## src/radio_core_settings.svh

```systemverilog
`ifndef RADIO_CORE_SETTINGS_SVH
`define RADIO_CORE_SETTINGS_SVH

//////////////////////////////////////////////////////////////
// settings bus addresses
//////////////////////////////////////////////////////////////

// misc output word
`define SR_CORE_MISC       8'd16
// readback select, low 3 bits used
`define SR_CORE_READBACK   8'd32
// gpsdo status byte
`define SR_CORE_GPSDO_ST   8'd40
// sync word: bit 2 time_sync, bits 1..0 pps_select
`define SR_CORE_SYNC       8'd48

//////////////////////////////////////////////////////////////
// readback constants
//////////////////////////////////////////////////////////////

// compat numbers, reported in readback word 0
`define COMPAT_MAJOR       16'h000E
`define COMPAT_MINOR       16'h0000
// upper half of readback word 0
`define RB_SIGNATURE       32'hACE0BA5E
// single radio build
`define RADIO_STATUS       8'd1

//////////////////////////////////////////////////////////////
// internal pps generator
//////////////////////////////////////////////////////////////

// period in radio_clk cycles, shortened for simulation
`define PPS_PERIOD_CYCLES  1000
// high time in radio_clk cycles
`define PPS_HIGH_CYCLES    100

`endif

```

## src/radio_core_pkg.sv

```systemverilog
package radio_core_pkg;

   // settings bus address
   typedef logic [7:0] set_addr_t;

   // settings bus data, also the misc output word
   typedef logic [31:0] set_data_t;

   // readback select
   typedef logic [2:0] rb_sel_t;

   // one readback word
   typedef logic [63:0] rb_data_t;

   // vita time, counts radio_clk cycles
   typedef logic [63:0] vita_time_t;

   // pps source select
   // 0 gpsdo, 1 external, 2 internal, 3 none
   typedef logic [1:0] pps_sel_t;

   // status bytes (gpsdo, radio count)
   typedef logic [7:0] status_t;

   // front-end lock inputs
   typedef logic [1:0] lock_t;

endpackage

```

## src/core_readback.sv

```systemverilog
`include "radio_core_settings.svh"

module core_readback (
   input  logic                     radio_clk,
   input  logic                     bus_rst,
   input  radio_core_pkg::rb_sel_t    i_rb_sel,
   input  radio_core_pkg::status_t    i_gpsdo_st,
   input  radio_core_pkg::set_data_t  i_rb_misc,
   input  radio_core_pkg::lock_t      i_lock_signals,
   input  radio_core_pkg::vita_time_t i_lora_time,
   output radio_core_pkg::rb_data_t   o_rb_data
);

   // two stages on the async lock inputs
   radio_core_pkg::lock_t lock_meta;
   radio_core_pkg::lock_t lock_sync;

   always_ff @(posedge radio_clk) begin
      if (bus_rst) begin
         lock_meta <= '0;
         lock_sync <= '0;
      end else begin
         lock_meta <= i_lock_signals;
         lock_sync <= lock_meta;
      end
   end

   //////////////////////////////////////////////////////////////
   // readback word mux
   //////////////////////////////////////////////////////////////

   // combinational mux on the registered select
   always_comb begin
      case (i_rb_sel)
         // signature and compat
         3'd0: o_rb_data = {`RB_SIGNATURE, `COMPAT_MAJOR, `COMPAT_MINOR};
         // radio count, gpsdo status, board misc inputs
         3'd2: o_rb_data = {16'h0000, `RADIO_STATUS, i_gpsdo_st, i_rb_misc};
         3'd3: o_rb_data = {62'd0, lock_sync};
         // last lora trigger timestamp
         3'd4: o_rb_data = i_lora_time;
         // addresses 1 and 5 to 7 read as zero
         default: o_rb_data = '0;
      endcase
   end

endmodule

```

## src/core_setting_regs.sv

```systemverilog
`include "radio_core_settings.svh"

module core_setting_regs (
   input  logic                    radio_clk,
   input  logic                    bus_rst,
   input  logic                    i_set_stb,
   input  radio_core_pkg::set_addr_t i_set_addr,
   input  radio_core_pkg::set_data_t i_set_data,
   output radio_core_pkg::set_data_t o_misc_outs,
   output radio_core_pkg::rb_sel_t   o_rb_sel,
   output radio_core_pkg::status_t   o_gpsdo_st,
   output logic                    o_time_sync,
   output radio_core_pkg::pps_sel_t  o_pps_select
);

   // address match per register gated by the strobe
   logic wr_misc;
   logic wr_rb_sel;
   logic wr_gpsdo;
   logic wr_sync;

   assign wr_misc   = i_set_stb && (i_set_addr == `SR_CORE_MISC);
   assign wr_rb_sel = i_set_stb && (i_set_addr == `SR_CORE_READBACK);
   assign wr_gpsdo  = i_set_stb && (i_set_addr == `SR_CORE_GPSDO_ST);
   assign wr_sync   = i_set_stb && (i_set_addr == `SR_CORE_SYNC);

   // misc, readback select and sync all clear on reset
   always_ff @(posedge radio_clk) begin
      if (bus_rst) begin
         o_misc_outs  <= '0;
         o_rb_sel     <= '0;
         o_time_sync  <= 1'b0;
         o_pps_select <= '0;
      end else begin
         if (wr_misc)
            o_misc_outs <= i_set_data;
         if (wr_rb_sel)
            o_rb_sel <= i_set_data[2:0];
         // sync word splits into time_sync and pps source
         if (wr_sync) begin
            o_time_sync  <= i_set_data[2];
            o_pps_select <= i_set_data[1:0];
         end
      end
   end

   // gpsdo status keeps its value through bus_rst
   always_ff @(posedge radio_clk) begin
      if (wr_gpsdo)
         o_gpsdo_st <= i_set_data[7:0];
   end

endmodule

```

## src/lora_time_capture.sv

```systemverilog
module lora_time_capture (
   input  logic                     radio_clk,
   input  logic                     bus_rst,
   input  logic                     i_lora_trigger,
   input  radio_core_pkg::vita_time_t i_vita_time,
   output radio_core_pkg::vita_time_t o_lora_time
);

   // trigger sync chain and edge delay
   logic trig_meta;
   logic trig_sync;
   logic trig_dly;
   logic trig_rise;

   always_ff @(posedge radio_clk) begin
      if (bus_rst) begin
         trig_meta <= 1'b0;
         trig_sync <= 1'b0;
         trig_dly  <= 1'b0;
      end else begin
         trig_meta <= i_lora_trigger;
         trig_sync <= trig_meta;
         trig_dly  <= trig_sync;
      end
   end

   assign trig_rise = trig_sync & ~trig_dly;

   // timestamp held until next trigger
   always_ff @(posedge radio_clk) begin
      if (bus_rst)
         o_lora_time <= '0;
      else if (trig_rise)
         o_lora_time <= i_vita_time;
   end

endmodule

```

## src/pps_generator.sv

```systemverilog
`include "radio_core_settings.svh"

module pps_generator (
   input  logic radio_clk,
   input  logic bus_rst,
   output logic o_pps
);

   localparam int CNT_W = $clog2(`PPS_PERIOD_CYCLES);

   // cycle count within one pps period
   logic [CNT_W-1:0] cnt;

   always_ff @(posedge radio_clk) begin
      if (bus_rst) begin
         cnt   <= '0;
         o_pps <= 1'b0;
      end else begin
         // wrap at end of period
         if (cnt == CNT_W'(`PPS_PERIOD_CYCLES - 1))
            cnt <= '0;
         else
            cnt <= cnt + 1'b1;
         // high for the first part of every period
         o_pps <= (cnt < CNT_W'(`PPS_HIGH_CYCLES));
      end
   end

endmodule

```

## src/pps_select_sync.sv

```systemverilog
module pps_select_sync (
   input  logic                   radio_clk,
   input  logic                   bus_rst,
   input  logic                   i_pps_gpsdo,
   input  logic                   i_pps_ext,
   input  logic                   i_pps_int,
   input  radio_core_pkg::pps_sel_t i_pps_select,
   output logic                   o_pps_edge
);

   // sources packed as {int, ext, gpsdo}
   logic [2:0] pps_meta;
   logic [2:0] pps_sync;
   logic       pps_mux;
   logic       pps_dly;

   //////////////////////////////////////////////////////////////
   // two-flop synchronizers, one per source
   //////////////////////////////////////////////////////////////

   always_ff @(posedge radio_clk) begin
      if (bus_rst) begin
         pps_meta <= '0;
         pps_sync <= '0;
      end else begin
         pps_meta <= {i_pps_int, i_pps_ext, i_pps_gpsdo};
         pps_sync <= pps_meta;
      end
   end

   // source select, 3 means no pps at all
   always_comb begin
      case (i_pps_select)
         2'd0:    pps_mux = pps_sync[0];
         2'd1:    pps_mux = pps_sync[1];
         2'd2:    pps_mux = pps_sync[2];
         default: pps_mux = 1'b0;
      endcase
   end

   // delay flop and registered rising edge
   always_ff @(posedge radio_clk) begin
      if (bus_rst) begin
         pps_dly    <= 1'b0;
         o_pps_edge <= 1'b0;
      end else begin
         pps_dly    <= pps_mux;
         o_pps_edge <= pps_mux & ~pps_dly;
      end
   end

endmodule

```

## src/radio_core_ctrl.sv

```systemverilog
module radio_core_ctrl (
   input  logic                     radio_clk,
   input  logic                     bus_rst,
   // settings bus
   input  logic                     i_set_stb,
   input  radio_core_pkg::set_addr_t  i_set_addr,
   input  radio_core_pkg::set_data_t  i_set_data,
   // pps inputs
   input  logic                     i_pps_gpsdo,
   input  logic                     i_pps_ext,
   // misc board inputs
   input  radio_core_pkg::lock_t      i_lock_signals,
   input  logic                     i_lora_trigger,
   input  radio_core_pkg::set_data_t  i_rb_misc,
   // outputs
   output radio_core_pkg::set_data_t  o_misc_outs,
   output radio_core_pkg::rb_data_t   o_rb_data,
   output radio_core_pkg::vita_time_t o_vita_time,
   output logic                     o_pps_edge
);

   // register outputs
   radio_core_pkg::rb_sel_t    rb_sel;
   radio_core_pkg::status_t    gpsdo_st;
   radio_core_pkg::pps_sel_t   pps_select;
   logic                     time_sync;
   // timing
   logic                     pps_int;
   radio_core_pkg::vita_time_t lora_time;

   //////////////////////////////////////////////////////////////
   // setting registers
   //////////////////////////////////////////////////////////////

   core_setting_regs setting_regs_i (
      .radio_clk    (radio_clk),
      .bus_rst      (bus_rst),
      .i_set_stb    (i_set_stb),
      .i_set_addr   (i_set_addr),
      .i_set_data   (i_set_data),
      .o_misc_outs  (o_misc_outs),
      .o_rb_sel     (rb_sel),
      .o_gpsdo_st   (gpsdo_st),
      .o_time_sync  (time_sync),
      .o_pps_select (pps_select)
   );

   //////////////////////////////////////////////////////////////
   // pps and vita time
   //////////////////////////////////////////////////////////////

   // internal pps source
   pps_generator pps_gen_i (
      .radio_clk (radio_clk),
      .bus_rst   (bus_rst),
      .o_pps     (pps_int)
   );

   pps_select_sync pps_sel_i (
      .radio_clk    (radio_clk),
      .bus_rst      (bus_rst),
      .i_pps_gpsdo  (i_pps_gpsdo),
      .i_pps_ext    (i_pps_ext),
      .i_pps_int    (pps_int),
      .i_pps_select (pps_select),
      .o_pps_edge   (o_pps_edge)
   );

   vita_timekeeper timekeeper_i (
      .radio_clk   (radio_clk),
      .bus_rst     (bus_rst),
      .i_pps_edge  (o_pps_edge),
      .i_time_sync (time_sync),
      .o_vita_time (o_vita_time)
   );

   // lora trigger timestamp
   lora_time_capture lora_cap_i (
      .radio_clk      (radio_clk),
      .bus_rst        (bus_rst),
      .i_lora_trigger (i_lora_trigger),
      .i_vita_time    (o_vita_time),
      .o_lora_time    (lora_time)
   );

   //////////////////////////////////////////////////////////////
   // readback
   //////////////////////////////////////////////////////////////

   core_readback readback_i (
      .radio_clk      (radio_clk),
      .bus_rst        (bus_rst),
      .i_rb_sel       (rb_sel),
      .i_gpsdo_st     (gpsdo_st),
      .i_rb_misc      (i_rb_misc),
      .i_lock_signals (i_lock_signals),
      .i_lora_time    (lora_time),
      .o_rb_data      (o_rb_data)
   );

endmodule

```

## src/vita_timekeeper.sv

```systemverilog
module vita_timekeeper (
   input  logic                     radio_clk,
   input  logic                     bus_rst,
   input  logic                     i_pps_edge,
   input  logic                     i_time_sync,
   output radio_core_pkg::vita_time_t o_vita_time
);

   // zero only when host has armed time sync
   logic zero_now;

   assign zero_now = i_pps_edge && i_time_sync;

   // free-running cycle count
   // realigns to pps while sync bit set
   always_ff @(posedge radio_clk) begin
      if (bus_rst)
         o_vita_time <= '0;
      else if (zero_now)
         o_vita_time <= '0;
      else
         o_vita_time <= o_vita_time + 64'd1;
   end

endmodule
```

## config.mk

```make
export PLATFORM = sky130hd
export DESIGN_NAME = radio_core_ctrl
export DESIGN_NICKNAME = d
export VERILOG_FILES = /design/src/radio_core_pkg.sv /design/src/core_readback.sv /design/src/core_setting_regs.sv /design/src/lora_time_capture.sv /design/src/pps_generator.sv /design/src/pps_select_sync.sv /design/src/radio_core_ctrl.sv /design/src/vita_timekeeper.sv
export VERILOG_INCLUDE_DIRS = /design/src
export SDC_FILE = /design/constraint.sdc
export NUM_CORES = 1
export LEC_CHECK = 0
export BUFFER_PORTS_ARGS = -buffer_cell sky130_fd_sc_hd__buf_2
export CAP_MARGIN = 20
export CORE_ASPECT_RATIO = 0.8
export CORE_MARGIN = 3
export CORE_UTILIZATION = 50
export CTS_CLUSTER_SIZE = 8
export DETAILED_ROUTE_END_ITERATION = 8
export PLACE_DENSITY = 0.75
export SYNTH_ARGS = -nofsm -noshare
export SYNTH_HDL_FRONTEND = slang
export SYNTH_HIERARCHICAL = 1
export SYNTH_SLANG_ARGS = --single-unit
```

## constraint.sdc

```tcl
create_clock -name radio_clk -period 4.3 [get_ports radio_clk]
set_input_delay 0.86 -clock radio_clk [delete_from_list [all_inputs] [get_ports radio_clk]]
set_output_delay 0.86 -clock radio_clk [all_outputs]
set_load 0.005 [all_outputs]
```

==> metrics.md <==
| Metric | Value |
|---|---|
| Outcome | `finished, final reports clean` |
| Worst-Skew Late Latency | `0.44 ns` |
| EDFF count, synth | `8` |
| Largest family of logic cells by synthesized area | `simple AND/OR/NAND/NOR gates` |
| TritonCTS clock tree | `yes` |
| IO buf count | `240` |
| Min cycle time layout | `3.41 ns` |
| Seq pwr share | `51.4%` |
| Vias per cell | `5.64` |
| Switching Fraction | `25.0%` |
| Reg2reg end | `timekeeper_i/o_vita_time[57]` |
| Clock transition at path regs | `0.08 ns` |
| Mean post-synth cell area | `9.34 µm²` |
| Largest net degree at the start of global routing | `117` |
| GRT overflow | `0` |
| Setup bufs post-CTS | `0` |
| Complex-gate fraction of the synthesized area | `12.4%` |
| Antenna violations before repair | `0` |
| Max-cap viol count | `0` |
| RSZ-0062 raised after global routing | `false` |
| Nets | `1346` |
| DRT Wirelength | `27.5 mm` |
| Pre-CTS setup slack | `1.36 ns` |
| NetSw | `920 µW` |
| GRT Resource Usage Total | `24.0%` |
| Final hold vios | `0` |
| Post-Syn Area | `10100 µm²` |
| DR DRC count | `0` |
| Wire length per cell | `17.9 µm` |
| Rel. slew slack | `24.8%` |
| Iter 0 DRT Violations | `825` |
| Final setup viols | `0` |
| Critical Path End | `o_rb_data[7]` |
| Die height | `133 µm` |
| Setup_tns | `0 ns` |
| Core ar. | `19400 µm²` |
| Synth Area in Adders | `0.249%` |
| Sequential cell area fraction in the yosys report | `40.6%` |
| Synth-to-Final Area Change | `16.3%` |
| Hold_sp | `pps_sel_i/pps_meta[2]` |
| Worst Skew | `0.0174 ns` |
| Clk buf depth | `2` |
| Max-slew violation count | `0` |
| Worst R2R Path Depth | `5` |
| Post-CTS Hold Fix Bufs | `0` |
| Fill count | `1677` |
| Internal Power | `2.76 mW` |
| R2r setup slk | `1.54 ns` |
| Initial core utilization | `52.0%` |
| Clock Power Share | `43.9%` |
| Final HPWL DP | `19.3 mm` |
| Pleak | `4.58 nW` |
| Die X-Extent | `165 µm` |
| Syn Inst Count | `1077` |
| Final worst path period share | `79.4%` |
| Combinational power share | `4.7%` |
| Syn nets | `1159` |
| Gpl congestion | `0.860` |
| Mux cell area share after synthesis | `4.10%` |
| Simple-gate portion of the synthesized area | `32.5%` |
| Top FF cell, synth | `dfxtp_1` |
| Num CTS Buffers | `17` |
| Worst-margin pin slew | `1.13 ns` |
| Synth cell types | `58` |
| Critical path type | `flop to output pin` |
| Ant. Diodes | `0` |
| Clk sink count | `200` |
| Warnings from Yosys | `6` |
| Final worst slack | `0.887 ns` |
| Layout cells sized above 1 | `27.0%` |
| Design Power | `3.68 mW` |
| Cts repair resizes | `0` |
| Clk root buf | `clkbuf_16` |
| Reg2reg start | `timekeeper_i/o_vita_time[5]` |
| Worst Hold Class | `flop to flop` |
| Maximum clock rate | `293 MHz` |
| 1st-pass router iterations | `5` |
| Number of synthesized register bits | `200` |
| First-pass GRT wire length | `42.1 mm` |
| Crit-path max FO | `33` |
| IO Count | `241` |
| Arrival @ worst endpoint | `2.55 ns` |
| # rows | `45` |
| CP required | `3.44 ns` |
| CP Capture Type | `output pin` |
| Vias in the first global route | `7761` |
| Startpoint Class | `flop` |
| Via count | `8657` |
| Post-synth ARST share | `0%` |
| Antenna-violating nets left | `0` |
| Crit path from | `setting_regs_i/o_rb_sel[2]` |
| H-tree levels | `4` |
| Peak supply drop | `0.000203 V` |
| PD cells | `315 nW/µm²` |
| Overall die area | `21900 µm²` |
| XOR/XNOR Fraction of Synth Area | `3.39%` |
[logic make-up after synthesis]
kind of cell / after synthesis
flip-flops: 200
AND/OR/NAND/NOR: 492
multiplexers: 41
buffers and inverters: 109
adder cells (fa/ha/maj): 2
XOR/XNOR: 39
AO/OA/AOI/OAI: 194
[per-layer routing]
metal  track usage [%]  share of wire (%)
met1              34.2                 46
met2              36.0                 44
met3              6.32                8.6
met4              6.19                1.8
met5                 0                  0
[cell usage after synthesis (3+ instances only)]
library cell	n	area, µm²
a22oi_2	23	288
xnor2_1	17	149
nor2b_4	3	41.3
xor2_1	22	193
dfxtp_1	192	3840
nand2_1	27	101
nand2b_1	144	901
and3_1	24	150
a22oi_1	7	52.6
buf_6	21	236
nor2b_1	8	50.1
mux2i_1	39	390
nor2_1	59	221
or4_1	9	67.6
or3_1	24	150
buf_2	26	130
and2_1	5	31.3
edfxtp_1	8	240
nor4_1	8	50.1
o21ai_0	27	135
inv_1	28	105
and4_1	5	43.8
clkbuf_1	25	93.8
nand4_1	31	194
and2b_1	5	37.5
o31ai_1	5	37.5
buf_12	3	60.1
nor3_1	13	65.1
a21oi_1	50	250
nand3_1	25	125
nor2_2	21	131
nand4bb_1	67	754
a31oi_1	3	18.8
o21ai_1	59	295
a21o_1	9	67.6
[power groups by stage]
stage / combinational (mW) / clock [mW] / sequential (mW)
after floorplan: 0.118 / 0 / 1.93
after global placement: 0.168 / 0 / 1.94
after detailed placement: 0.170 / 0 / 1.94
after CTS: 0.171 / 1.65 / 1.89
after global routing: 0.188 / 1.73 / 1.90
final: 0.172 / 1.62 / 1.89
[cell type report]
type / count / area (µm²) / area share [%]
clock inverters: 15 / 178 / 1.52
well taps: 258 / 323 / 2.76
inverters: 28 / 105 / 0.898
repair buffers: 249 / 1280 / 11.0
clock buffers: 17 / 425 / 3.63
multi-input cells: 768 / 5300 / 45.3
flip-flops and latches: 200 / 4090 / 34.9
[through the flow]
stage / std cells / area [µm²] / hold slack (ns) / util [%]
3_5_place_dp: 1502 / 11100 / 0.423 / 57.2
4_1_cts: 1534 / 11700 / 0.444 / 60.3
2_1_floorplan: 1077 / 10100 / 0.411 / -
5_1_grt: 1535 / 11700 / 0.450 / 60.4
6_report: 1535 / 11700 / 0.439 / 60.4
3_3_place_gp: 1502 / 11100 / 0.414 / 57.2
[flip-flops by register name, summed over array words and instances (netlist names)]
| signal | count |
|---|---|
| lora_cap_i/trig_dly | 1 |
| lora_cap_i/trig_meta | 1 |
| pps_gen_i/o_pps | 1 |
| pps_gen_i/cnt | 10 |
| readback_i/lock_sync | 2 |
| pps_sel_i/pps_sync | 3 |
| setting_regs_i/o_pps_select | 2 |
| timekeeper_i/o_vita_time | 64 |
| lora_cap_i/trig_sync | 1 |
| setting_regs_i/o_gpsdo_st | 8 |
| pps_sel_i/pps_meta | 3 |
| readback_i/lock_meta | 2 |
| pps_sel_i/pps_dly | 1 |
| setting_regs_i/o_misc_outs | 32 |
| setting_regs_i/o_time_sync | 1 |
| setting_regs_i/o_rb_sel | 3 |
| lora_cap_i/o_lora_time | 64 |
| pps_sel_i/o_pps_edge | 1 |
[worst min path at each step]
stage	depth (start not counted)	to
CTS	1	pps_sel_i/pps_sync[2]
finish	1	pps_sel_i/pps_sync[2]
detailed placement	1	pps_sel_i/pps_sync[2]
global route	1	pps_sel_i/pps_sync[0]
global placement	1	pps_sel_i/pps_meta[2]
floorplan	1	pps_sel_i/pps_meta[2]
[critical path, stage by stage, from the launching register on]
cell     delay, ns
dfxtp_1       0.43
buf_4         0.28
nor2b_4       0.89
a22oi_1       0.23
nor2_1        0.14
buf_2         0.12
[cell usage in the layout, fill, tap and decap left out, types with 17 or more instances in the layout]
| cell type | n |
|---|---|
| dfxtp_1 | 189 |
| xnor2_1 | 17 |
| a21oi_1 | 50 |
| nor2_2 | 21 |
| nand2b_1 | 144 |
| inv_1 | 28 |
| o21ai_0 | 27 |
| o21ai_1 | 59 |
| nand4bb_1 | 67 |
| mux2i_1 | 39 |
| or3_1 | 24 |
| xor2_1 | 22 |
| and3_1 | 24 |
| buf_2 | 239 |
| nor2_1 | 59 |
| clkbuf_16 | 17 |
| nand2_1 | 27 |
| nand3_1 | 25 |
| nand4_1 | 31 |
| a22oi_2 | 23 |
Power figures use the tool's default switching activity.
